[config.mk]
export PLATFORM = sky130hd
export DESIGN_NAME = syscfg_tgt
export DESIGN_NICKNAME = d
export VERILOG_FILES = /design/src/logic/syscfg_pkg.sv /design/src/logic/syscfg_ctl_if.sv /design/src/logic/rst_hold_timer.sv /design/src/logic/syscfg_regs.sv /design/src/logic/syscfg_maestro.sv /design/src/logic/syscfg_tgt.sv
export VERILOG_INCLUDE_DIRS = /design/src /design/src/logic
export SDC_FILE = /design/constraint.sdc
export NUM_CORES = 1
export LEC_CHECK = 0
export BUFFER_PORTS_ARGS = -buffer_cell sky130_fd_sc_hd__buf_2
export CAP_MARGIN = 30
export CELL_PAD_IN_SITES_DETAIL_PLACEMENT = 1
export CELL_PAD_IN_SITES_GLOBAL_PLACEMENT = 1
export CORE_MARGIN = 5
export CORE_UTILIZATION = 39
export CTS_CLUSTER_SIZE = 30
export DETAILED_ROUTE_END_ITERATION = 12
export PLACE_DENSITY_LB_ADDON = 0.12
export SKIP_CTS_REPAIR_TIMING = 1
export SYNTH_ARGS = -nofsm -noshare
export SYNTH_HDL_FRONTEND = slang
export SYNTH_SLANG_ARGS = --single-unit
[constraint.sdc]
create_clock -name seq -period 5.79 [get_ports seq]
set_input_delay 0.8685 -clock seq [delete_from_list [all_inputs] [get_ports seq]]
set_output_delay 0.8685 -clock seq [all_outputs]
set_load 0.03 [all_outputs]
[src/logic/syscfg_defs.svh]
`ifndef SYSCFG_DEFS_SVH
`define SYSCFG_DEFS_SVH

// APB data and address widths
`define SYSCFG_DATA_W 32
`define SYSCFG_ADDR_W 12

// One strobe per data byte
`define SYSCFG_STRB_W (`SYSCFG_DATA_W / 8)

// Number of incoming interrupt lines, one per IER bit
`define SYSCFG_IRQ_W `SYSCFG_DATA_W

// Cycles the target stays in reset during a reset action
`define SYSCFG_RST_HOLD 16

`endif

[src/logic/syscfg_pkg.sv]
`default_nettype none

`include "syscfg_defs.svh"

package syscfg_pkg;

    // Action codes written to MR, unlisted codes behave as IDLE
    typedef enum logic [3:0] {
        IDLE   = 4'd0,
        RESUME = 4'd1,
        PAUSE  = 4'd2,
        STOP   = 4'd3,
        RESET  = 4'd4
    } action_t;

    // Maestro sequencer states
    typedef enum logic [2:0] {
        ST_IDLE,
        ST_RESUME,
        ST_PAUSE,
        ST_STOP,
        ST_RESET,
        ST_HOLD
    } maestro_state_t;

    // Register word index taken from paddr above the byte offset
    typedef enum logic [`SYSCFG_ADDR_W-$clog2(`SYSCFG_STRB_W)-1:0] {
        SR  = 'd0,
        MR  = 'd1,
        BAR = 'd2,
        IER = 'd3
    } reg_index_t;

endpackage

`default_nettype wire

[src/logic/syscfg_ctl_if.sv]
`default_nettype none

interface syscfg_ctl_if import syscfg_pkg::*; ();

    // Pending action from MR, back to IDLE once the APB write completes
    action_t action;

    // Maestro is sequencing an action
    logic busy;

    // Target status as seen by software in SR
    logic paused;
    logic stopped;

    modport regs (
        output action,
        input  busy,
        input  paused,
        input  stopped
    );

    modport maestro (
        input  action,
        output busy,
        output paused,
        output stopped
    );

endinterface

`default_nettype wire

[src/logic/rst_hold_timer.sv]
`default_nettype none

`include "syscfg_defs.svh"

module rst_hold_timer (
    input  wire logic seq,
    input  wire logic rst,
    input  wire logic start,
    output logic      done
);

    localparam int unsigned CNT_W = $clog2(`SYSCFG_RST_HOLD + 1);

    logic [CNT_W-1:0] count;

    // Load on start, then count down to zero and stay there
    always_ff @(posedge seq) begin
        if (rst) begin
            count <= '0;
        end else if (start) begin
            count <= CNT_W'(`SYSCFG_RST_HOLD);
        end else if (count != '0) begin
            count <= count - 1'b1;
        end
    end

    // Low already in the start cycle
    assign done = (count == '0) && !start;

endmodule

`default_nettype wire

[src/logic/syscfg_regs.sv]
`default_nettype none

`include "syscfg_defs.svh"

module syscfg_regs import syscfg_pkg::*; (
    input  wire logic                        seq,
    input  wire logic                        rst,

    input  wire logic                        psel,
    input  wire logic                        penable,
    input  wire logic                        pwrite,
    input  wire logic [`SYSCFG_ADDR_W-1:0]   paddr,
    input  wire logic [`SYSCFG_DATA_W-1:0]   pwdata,
    input  wire logic [`SYSCFG_STRB_W-1:0]   pstrb,
    output logic                             pready,
    output logic      [`SYSCFG_DATA_W-1:0]   prdata,
    output logic                             pslverr,

    input  wire logic [`SYSCFG_IRQ_W-1:0]    irq_vec,
    output logic      [`SYSCFG_DATA_W-1:0]   boot_addr,
    output logic                             irq,

    syscfg_ctl_if.regs                       ctl
);

    localparam int unsigned DATA_W = `SYSCFG_DATA_W;
    localparam int unsigned OFFS_W = $clog2(`SYSCFG_STRB_W);

    logic [DATA_W-1:0] bar_r;
    logic [DATA_W-1:0] ier_r;

    logic [DATA_W-1:0] mask;
    logic [DATA_W-1:0] sr_word;
    logic [DATA_W-1:0] mr_word;
    reg_index_t        index;
    logic              mr_locked;

    // Word index, byte offset bits are ignored
    assign index = reg_index_t'(paddr[`SYSCFG_ADDR_W-1:OFFS_W]);

    // Expand byte strobes to a bit mask
    always_comb begin
        for (int i = 0; i < `SYSCFG_STRB_W; i++) begin
            mask[i*8 +: 8] = pstrb[i] ? 8'hff : 8'h00;
        end
    end

    assign sr_word = {{(DATA_W-2){1'b0}}, ctl.stopped, ctl.paused};
    assign mr_word = {{(DATA_W-4){1'b0}}, ctl.action};

    // MR and BAR only change while the maestro is quiet
    assign mr_locked = ctl.busy || (ctl.action != IDLE);

    always_ff @(posedge seq) begin
        if (rst) begin
            ctl.action <= IDLE;
            bar_r      <= '0;
            ier_r      <= '0;
            pready     <= 1'b0;
            pslverr    <= 1'b0;
        end else if (psel && !pready) begin
            // Response is registered, one cycle after setup
            pready <= 1'b1;
            prdata <= '0;
            case (index)
                SR: begin
                    if (pwrite) begin
                        pslverr <= 1'b1;
                    end else begin
                        prdata <= sr_word;
                    end
                end
                MR: begin
                    if (!pwrite) begin
                        prdata <= mr_word;
                    end else if (mr_locked) begin
                        pslverr <= 1'b1;
                    end else begin
                        ctl.action <= action_t'(pwdata[3:0] & mask[3:0]);
                    end
                end
                BAR: begin
                    if (!pwrite) begin
                        prdata <= bar_r;
                    end else if (mr_locked) begin
                        pslverr <= 1'b1;
                    end else begin
                        bar_r <= (pwdata & mask) | (bar_r & ~mask);
                    end
                end
                IER: begin
                    if (pwrite) begin
                        ier_r <= (pwdata & mask) | (ier_r & ~mask);
                    end else begin
                        prdata <= ier_r;
                    end
                end
                default: begin
                    // Unmapped word
                    pslverr <= 1'b1;
                end
            endcase
        end else if (psel && penable && pready) begin
            // Access phase done, action was a one-transfer request
            pready     <= 1'b0;
            pslverr    <= 1'b0;
            ctl.action <= IDLE;
        end
    end

    assign boot_addr = bar_r;

    // Single interrupt toward the target
    assign irq = |(ier_r[`SYSCFG_IRQ_W-1:0] & irq_vec);

    a_pready_needs_psel : assert property (
        @(posedge seq) disable iff (rst)
        $rose(pready) |-> $past(psel)
    ) else $error("pready rose without psel");

    a_pslverr_with_pready : assert property (
        @(posedge seq) disable iff (rst)
        pslverr |-> pready
    ) else $error("pslverr high while pready low");

endmodule

`default_nettype wire

[src/logic/syscfg_maestro.sv]
`default_nettype none

module syscfg_maestro import syscfg_pkg::*; (
    input  wire logic    seq,
    input  wire logic    rst,

    input  wire logic    tgt_pause_ack,
    output logic         tgt_rst,
    output logic         tgt_pause_req,

    output logic         hold_start,
    input  wire logic    hold_done,

    syscfg_ctl_if.maestro ctl
);

    maestro_state_t state;
    logic           paused;
    logic           stopped;
    logic           pause_done;
    logic           resume_done;

    // Level handshake with the target
    assign pause_done  = tgt_pause_req && tgt_pause_ack;
    assign resume_done = !tgt_pause_req && !tgt_pause_ack;

    always_ff @(posedge seq) begin
        if (rst) begin
            // Target comes up held in reset and paused
            state         <= ST_IDLE;
            tgt_rst       <= 1'b1;
            tgt_pause_req <= 1'b1;
            hold_start    <= 1'b0;
            paused        <= 1'b0;
            stopped       <= 1'b0;
        end else begin
            hold_start <= 1'b0;
            case (state)
                ST_IDLE: begin
                    case (ctl.action)
                        RESUME:  state <= ST_RESUME;
                        PAUSE:   state <= ST_PAUSE;
                        STOP:    state <= ST_STOP;
                        RESET:   state <= ST_RESET;
                        default: state <= ST_IDLE;
                    endcase
                end
                ST_PAUSE: begin
                    tgt_pause_req <= 1'b1;
                    if (pause_done) begin
                        paused <= 1'b1;
                        state  <= ST_IDLE;
                    end
                end
                ST_STOP: begin
                    tgt_pause_req <= 1'b1;
                    if (pause_done) begin
                        tgt_rst <= 1'b1;
                        stopped <= 1'b1;
                        state   <= ST_IDLE;
                    end
                end
                ST_RESET: begin
                    tgt_pause_req <= 1'b1;
                    if (pause_done) begin
                        tgt_rst    <= 1'b1;
                        stopped    <= 1'b1;
                        hold_start <= 1'b1;
                        state      <= ST_HOLD;
                    end
                end
                ST_HOLD: begin
                    // Keep reset asserted until the timer runs out
                    if (hold_done) begin
                        state <= ST_RESUME;
                    end
                end
                ST_RESUME: begin
                    tgt_rst       <= 1'b0;
                    tgt_pause_req <= 1'b0;
                    if (resume_done) begin
                        paused  <= 1'b0;
                        stopped <= 1'b0;
                        state   <= ST_IDLE;
                    end
                end
                default: begin
                    state <= ST_IDLE;
                end
            endcase
        end
    end

    assign ctl.busy    = (state != ST_IDLE);
    assign ctl.paused  = paused;
    assign ctl.stopped = stopped;

    // Reset is only released together with the resume request
    a_rst_release : assert property (
        @(posedge seq) disable iff (rst)
        ($fell(tgt_rst) && $past(tgt_pause_req)) |-> $past(state == ST_RESUME)
    ) else $error("tgt_rst released outside ST_RESUME");

    // Timer sees a single start and leaves done low the next cycle
    a_hold_start_pulse : assert property (
        @(posedge seq) disable iff (rst)
        hold_start |=> (!hold_start && !hold_done)
    ) else $error("hold_start is not a one-cycle pulse");

endmodule

`default_nettype wire

[src/logic/syscfg_tgt.sv]
`default_nettype none

`include "syscfg_defs.svh"

module syscfg_tgt (
    input  wire logic                        seq,
    input  wire logic                        rst,

    input  wire logic                        psel,
    input  wire logic                        penable,
    input  wire logic                        pwrite,
    input  wire logic [`SYSCFG_ADDR_W-1:0]   paddr,
    input  wire logic [`SYSCFG_DATA_W-1:0]   pwdata,
    input  wire logic [`SYSCFG_STRB_W-1:0]   pstrb,
    output logic                             pready,
    output logic      [`SYSCFG_DATA_W-1:0]   prdata,
    output logic                             pslverr,

    input  wire logic [`SYSCFG_IRQ_W-1:0]    irq_vec,
    input  wire logic                        tgt_pause_ack,

    output logic                             tgt_rst,
    output logic                             tgt_pause_req,
    output logic      [`SYSCFG_DATA_W-1:0]   tgt_boot_addr,
    output logic                             tgt_irq
);

    logic hold_start;
    logic hold_done;

    syscfg_ctl_if ctl ();

    syscfg_regs i_regs (
        .seq       (seq),
        .rst       (rst),
        .psel      (psel),
        .penable   (penable),
        .pwrite    (pwrite),
        .paddr     (paddr),
        .pwdata    (pwdata),
        .pstrb     (pstrb),
        .pready    (pready),
        .prdata    (prdata),
        .pslverr   (pslverr),
        .irq_vec   (irq_vec),
        .boot_addr (tgt_boot_addr),
        .irq       (tgt_irq),
        .ctl       (ctl.regs)
    );

    syscfg_maestro i_maestro (
        .seq           (seq),
        .rst           (rst),
        .tgt_pause_ack (tgt_pause_ack),
        .tgt_rst       (tgt_rst),
        .tgt_pause_req (tgt_pause_req),
        .hold_start    (hold_start),
        .hold_done     (hold_done),
        .ctl           (ctl.maestro)
    );

    rst_hold_timer i_hold_timer (
        .seq   (seq),
        .rst   (rst),
        .start (hold_start),
        .done  (hold_done)
    );

endmodule

`default_nettype wire

# Word level (Yosys, flattened, before mapping)
# Index checks and enable logic that the tools add are counted.
[classes] n_addsub=1 multipliers=0 div=0 n_lt_le_gt_ge=0 eq_ne=25 shifts=0 muxes=36 bitwise=11 n_reduce_logical=38
[op_table] cell="32-bit bitwise AND" n=4
[op_table] cell="32-bit one-hot mux with 4 select lines" n=1
[op_table] cell="32-bit 2-to-1 mux" n=2
[op_table] cell="32-bit bitwise OR" n=2
[op_table] cell="8-bit 2-to-1 mux" n=4
[op_table] cell="32-bit inverter" n=1
[op_table] cell="32-bit OR reduction" n=1
[op_table] cell="4-bit 2-to-1 mux" n=6
[op_table] cell="10-bit by 2-bit equality test with 1-bit output (second input constant)" n=2
[op_table] cell="3-bit one-hot mux with 5 select lines" n=1
[op_table] cell="3-bit 2-to-1 mux" n=4
[op_table] cell="3-bit one-hot mux with 4 select lines" n=1
[op_table] cell="4-bit AND reduction" n=3
[op_table] cell="10-bit by 1-bit equality test with 1-bit output (second input constant)" n=1
[op_table] cell="10-bit zero test" n=1
[op_table] cell="5-bit 2-to-1 mux" n=2
[op_table] cell="2-bit by 1-bit inequality test with 1-bit output (second input constant)" n=5
[op_table] cell="2-bit inequality test (second input constant)" n=5
[op_table] cell="2-bit nonzero test" n=5
[op_table] cell="2-bit OR reduction" n=5
[op_table] cell="1-bit 2-to-1 mux" n=9
[op_table] cell="3-bit AND reduction" n=3
[op_table] cell="4-bit by 2-bit equality test with 1-bit output (second input constant)" n=2
[op_table] cell="1-bit one-hot mux with 2 select lines" n=4
[op_table] cell="23 further kinds" n=37
[totals] ff_bits=115 latch_bits=0 ramBits=0 romBits=0 input_bits=86 output_inout_bits=69 mem_count=0

# Depth between registers and ports, before layout
[logic_depth] word_depth=6 ltp_mapped=7

# By module
# From an unflattened synthesis, not the netlist that was laid out.
[unflattened] hier_cells=569 area_unflattened_um2=5347.6
[modules_own_cells] module="syscfg_regs" n_inst=1 cells_per_inst=484 area_each_um2=4619.4 seq_area_each_um2=2362.3
[modules_own_cells] module="syscfg_maestro" n_inst=1 cells_per_inst=60 area_each_um2=501.7 seq_area_each_um2=160.2
[modules_own_cells] module="rst_hold_timer" n_inst=1 cells_per_inst=25 area_each_um2=226.5 seq_area_each_um2=100.1

# Worst setup path after synthesis
# OpenSTA, ideal clock, no wires.
[synth_timing] kind="input-to-reg" startpoint="input rst" endpoint="register i_regs.ctl.action[0]" setup_time_ps=60 arrival_time_ps=4223 required_ps=5730 setup_slack_ps=1507 cell_stages=5 cell_sequence="clkbuf_1 > nor3b_1 > nand2_1 > nor3_1 > a22o_1"
[synth_lines] element="start, declared" line_no="syscfg_tgt.sv:7" rtl="input wire logic rst,"
[synth_lines] element="end signal, assigned" line_no="syscfg_regs.sv:79" rtl="ctl.action <= action_t'(pwdata[3:0] & mask[3:0]);"
[synth_lines] element="end, declared" line_no="syscfg_ctl_if.sv:16" rtl="output action,"

# Worst setup path after layout
[layout_timing] startpoint="input irq_vec[17]" endpoint="output tgt_irq"
[layout_via] elab_chain_len=2
[layout_rtl] element="start, declared" line_no="syscfg_tgt.sv:19" rtl="input wire logic [`SYSCFG_IRQ_W-1:0] irq_vec,"
[layout_rtl] element="32-bit bitwise AND" line_no="syscfg_regs.sv:114" rtl="assign irq = |(ier_r[`SYSCFG_IRQ_W-1:0] & irq_vec);"
[layout_rtl] element="32-bit OR reduction" line_no="syscfg_regs.sv:114"
[layout_rtl] element="end, declared" line_no="syscfg_tgt.sv:25" rtl="output logic tgt_irq"
# No other way between the ends.

==> flow_summary_export.csv <==
group,metric,value,unit
synthesis,synth_area_leaders,"dfxtp_1 (32%), edfxtp_1 (19%), a22oi_1 (6.9%)",
route,vias,4858,
sta,drv_slew,0,
placement,gp_congestion,0.8602,
floorplanning,ioPinCount,155,
synthesis,yosysTopAreaCell,"dfxtp_1",
synthesis,synth.avg_cell_area,9.973,um2
outcome,outcome,"finished clean",
route,wire_per_inst,21.95,um
clocking,clock_path_buffers,2,
sta,min_period,3.096,ns
placement,numPortBuffers,152,
sta,hold_ws,0.4950,ns
clocking,cts_root_buf,"clkbuf_16",
synthesis,ys.flop_type,"dfxtp_1",
grt,grt_pass1_vias,5130,
clocking,cts_buffers,17,
floorplanning,dieHeight,124.5,um
grt,grt_use_total,23.31,%
power_and_ir_drop,peakVddDrop,0.1549,mV
clocking,clkLatencyLatePin,0.41,ns
floorplanning,rows,41,
clocking,htreeDepth,4,
worst_setup_path,cpPeakStageDelay,0.55,ns
worst_setup_path,worstSetupStartpointType,"input pin",
finish,n_antenna_cell,0,
sta,slew_headroom,40.60,%
synthesis,synth.distinct_cells,45,
synthesis,ys_seq_area_share,51.26,%
route,initialDrtViolationCount,388,
sta,fmax,0.3230,GHz
synthesis,synth_top_area_share,32.48,%
finish,drive_gt1_share,35.39,%
sta,finClkSkew,0.004577,ns
floorplanning,die_x,124.5,um
route,drcViolationCount,0,
route,drtAntennaViolNets,0,
route,wl,18350,um
sta,post-route-period-util,53.47,%
sta,finalHoldViolCount,0,
route,viasPerCell,5.811,
floorplanning,die_area,15510,um2
synthesis,ys_warn_count,0,
synthesis,syn_area,5116,um2
worst_setup_path,worstPathArrival,2.23,ns
flow_run,maxCapViolCount,0,
worst_setup_path,crit_path_end_kind,"output port",
power_and_ir_drop,leakagePower,2.444,nW
clocking,cts.clk_slew.worst_paths,0.05,ns
worst_setup_path,criticalPathCategory,"in2out",
worst_setup_path,required,4.92,ns
synthesis,synth-edff-count,32,
route,drt_first_pass_iters,6,
clocking,cts_tree,"done",
power_and_ir_drop,p_per_area,332.3,nW/um2
worst_setup_path,path_buf_inv,2,
synthesis,postSynthCellCount,513,
sta,tns,0,ns
sta,rsz0062_at_grt,"no",
synthesis,synth_nets,600,
placement,dp_hpwl,12650,um
synthesis,synth.ff_latch_count,115,
grt,grt-ovfl-total,0,
finish,area_growth,30.37,%
floorplanning,core,12720,um2
sta,setup_viol,0,
grt,grt_pass1_wl,28720,um
finish,final_util,52.43,%
worst_setup_path,timing.critical_path.fanout_max,1,
sta,worst_pin_slew,0.8836,ns
min_path,hold_path_class,"reg2reg",
grt,antenna_found_initial,0,
worst_setup_path,cp_cell_sequence,"buf_2 -> a22oi_1 -> nand4_1 -> or4_1 -> buf_2",
worst_setup_path,slowest_stage,"or4_1",
floorplanning,start_util,40.21,%
grt,grt_start_max_net_pins,79,
worst_setup_path,cpMostUsedCell,"buf_2",
worst_setup_path,cpLargestDelayFamily,"simple AND/OR/NAND/NOR gates",
finish,nets,738,
synthesis,synthArstFlopShare,0,%
clocking,numClockSinks,115,
Yosys cell counts (5+ instances only):
library cell / n
o21ai_0: 39
buf_2: 7
a22oi_1: 47
nand2_1: 8
nor2_1: 41
a21oi_1: 40
nand2b_1: 6
mux2i_1: 32
clkbuf_1: 31
edfxtp_1: 32
nor2_2: 32
nand4_1: 48
nor2b_1: 5
nor3_1: 6
dfxtp_1: 83
layer usage:
| layer | track usage [%] | up-vias | wire length, um |
|---|---|---|---|
| li1 | - | 2219 | - |
| met1 | 29.84 | 2429 | 8017 |
| met2 | 38.68 | 187 | 8965 |
| met3 | 5.660 | 23 | 1103 |
| met4 | 7.608 | 0 | 262 |
| met5 | 0 | - | 0 |
worst reg2reg max path, stage by stage, from the launching register on:
cell and delay (ns):
dfxtp_1 0.42, nor4_2 0.81, and3_1 0.54, buf_4 0.39
nand4_1 0.16, a21oi_1 0.19
report_power, final:
group | switching, mW | internal, mW
clock | 0.360 | 0.810
combinational | 0.116 | 0.0666
sequential | 0.0161 | 0.848
total | 0.492 | 1.72
path summary, 6_finish.rpt:
check | start | endpoint | slack, ns | depth (start not counted)
worst max-delay path | irq_vec[17] | tgt_irq | 2.69 | 5
worst min-delay path | flop | flop | 0.50 | 2
worst max register to register | i_maestro.state[1] | flop | 3.20 | 5
worst min register to register | flop | flop | 0.50 | 2
layout by cell type, fill, tap and decap left out, drive strengths merged, types with 4 or more instances in the layout:
master and count:
nor4 8, a22oi 47, nand4 48, o21ai 39
clkbuf 19, nand2b 6, dfxtp 83, edfxtp 32
nor2b 5, nor3 6, clkinv 7, mux2i 32
a22o 4, nor2 73, a31oi 4, a21oi 40
a211oi 4, bufinv 6, nand2 8, buf 162
logic make-up (layout without fill, tap and decap cells):
group / after synthesis / after routing / synth area share [%]
and+or+nand+nor: 166 / 166 / 19.56
AOI/OAI and AO/OA: 148 / 148 / 17.95
DFF: 115 / 115 / 51.26
buffers and inverters: 46 / 197 / 3.766
muxes: 34 / 34 / 6.701
xor gates and xnor gates: 3 / 3 / 0.5137
adders and majority gates: 1 / 1 / 0.2445
per-stage QoR:
step	cells	total power, mW	setup WS, ns	instance area [um2]
2_1_floorplan	513	0.9843	1.507	5116
3_3_place_gp	803	1.048	2.689	5988
3_5_place_dp	803	1.059	2.645	5988
4_1_cts	835	2.226	2.699	6643
5_1_grt	836	2.284	2.639	6670
6_report	836	2.216	2.694	6670
area by class of cell:
cell class                      instances  area [um2]
Clock buffer                           19       442.9
Fill cell                            1470        6052
Timing Repair Buffer                  162       855.8
Sequential cell                       115        2623
Clock inverter                         13       211.5
Multi-Input combinational cell        352        2311
Tap cell                              172       215.2
Inverter                                3       11.26
No activity file was read; power rests on OpenSTA's default activity.
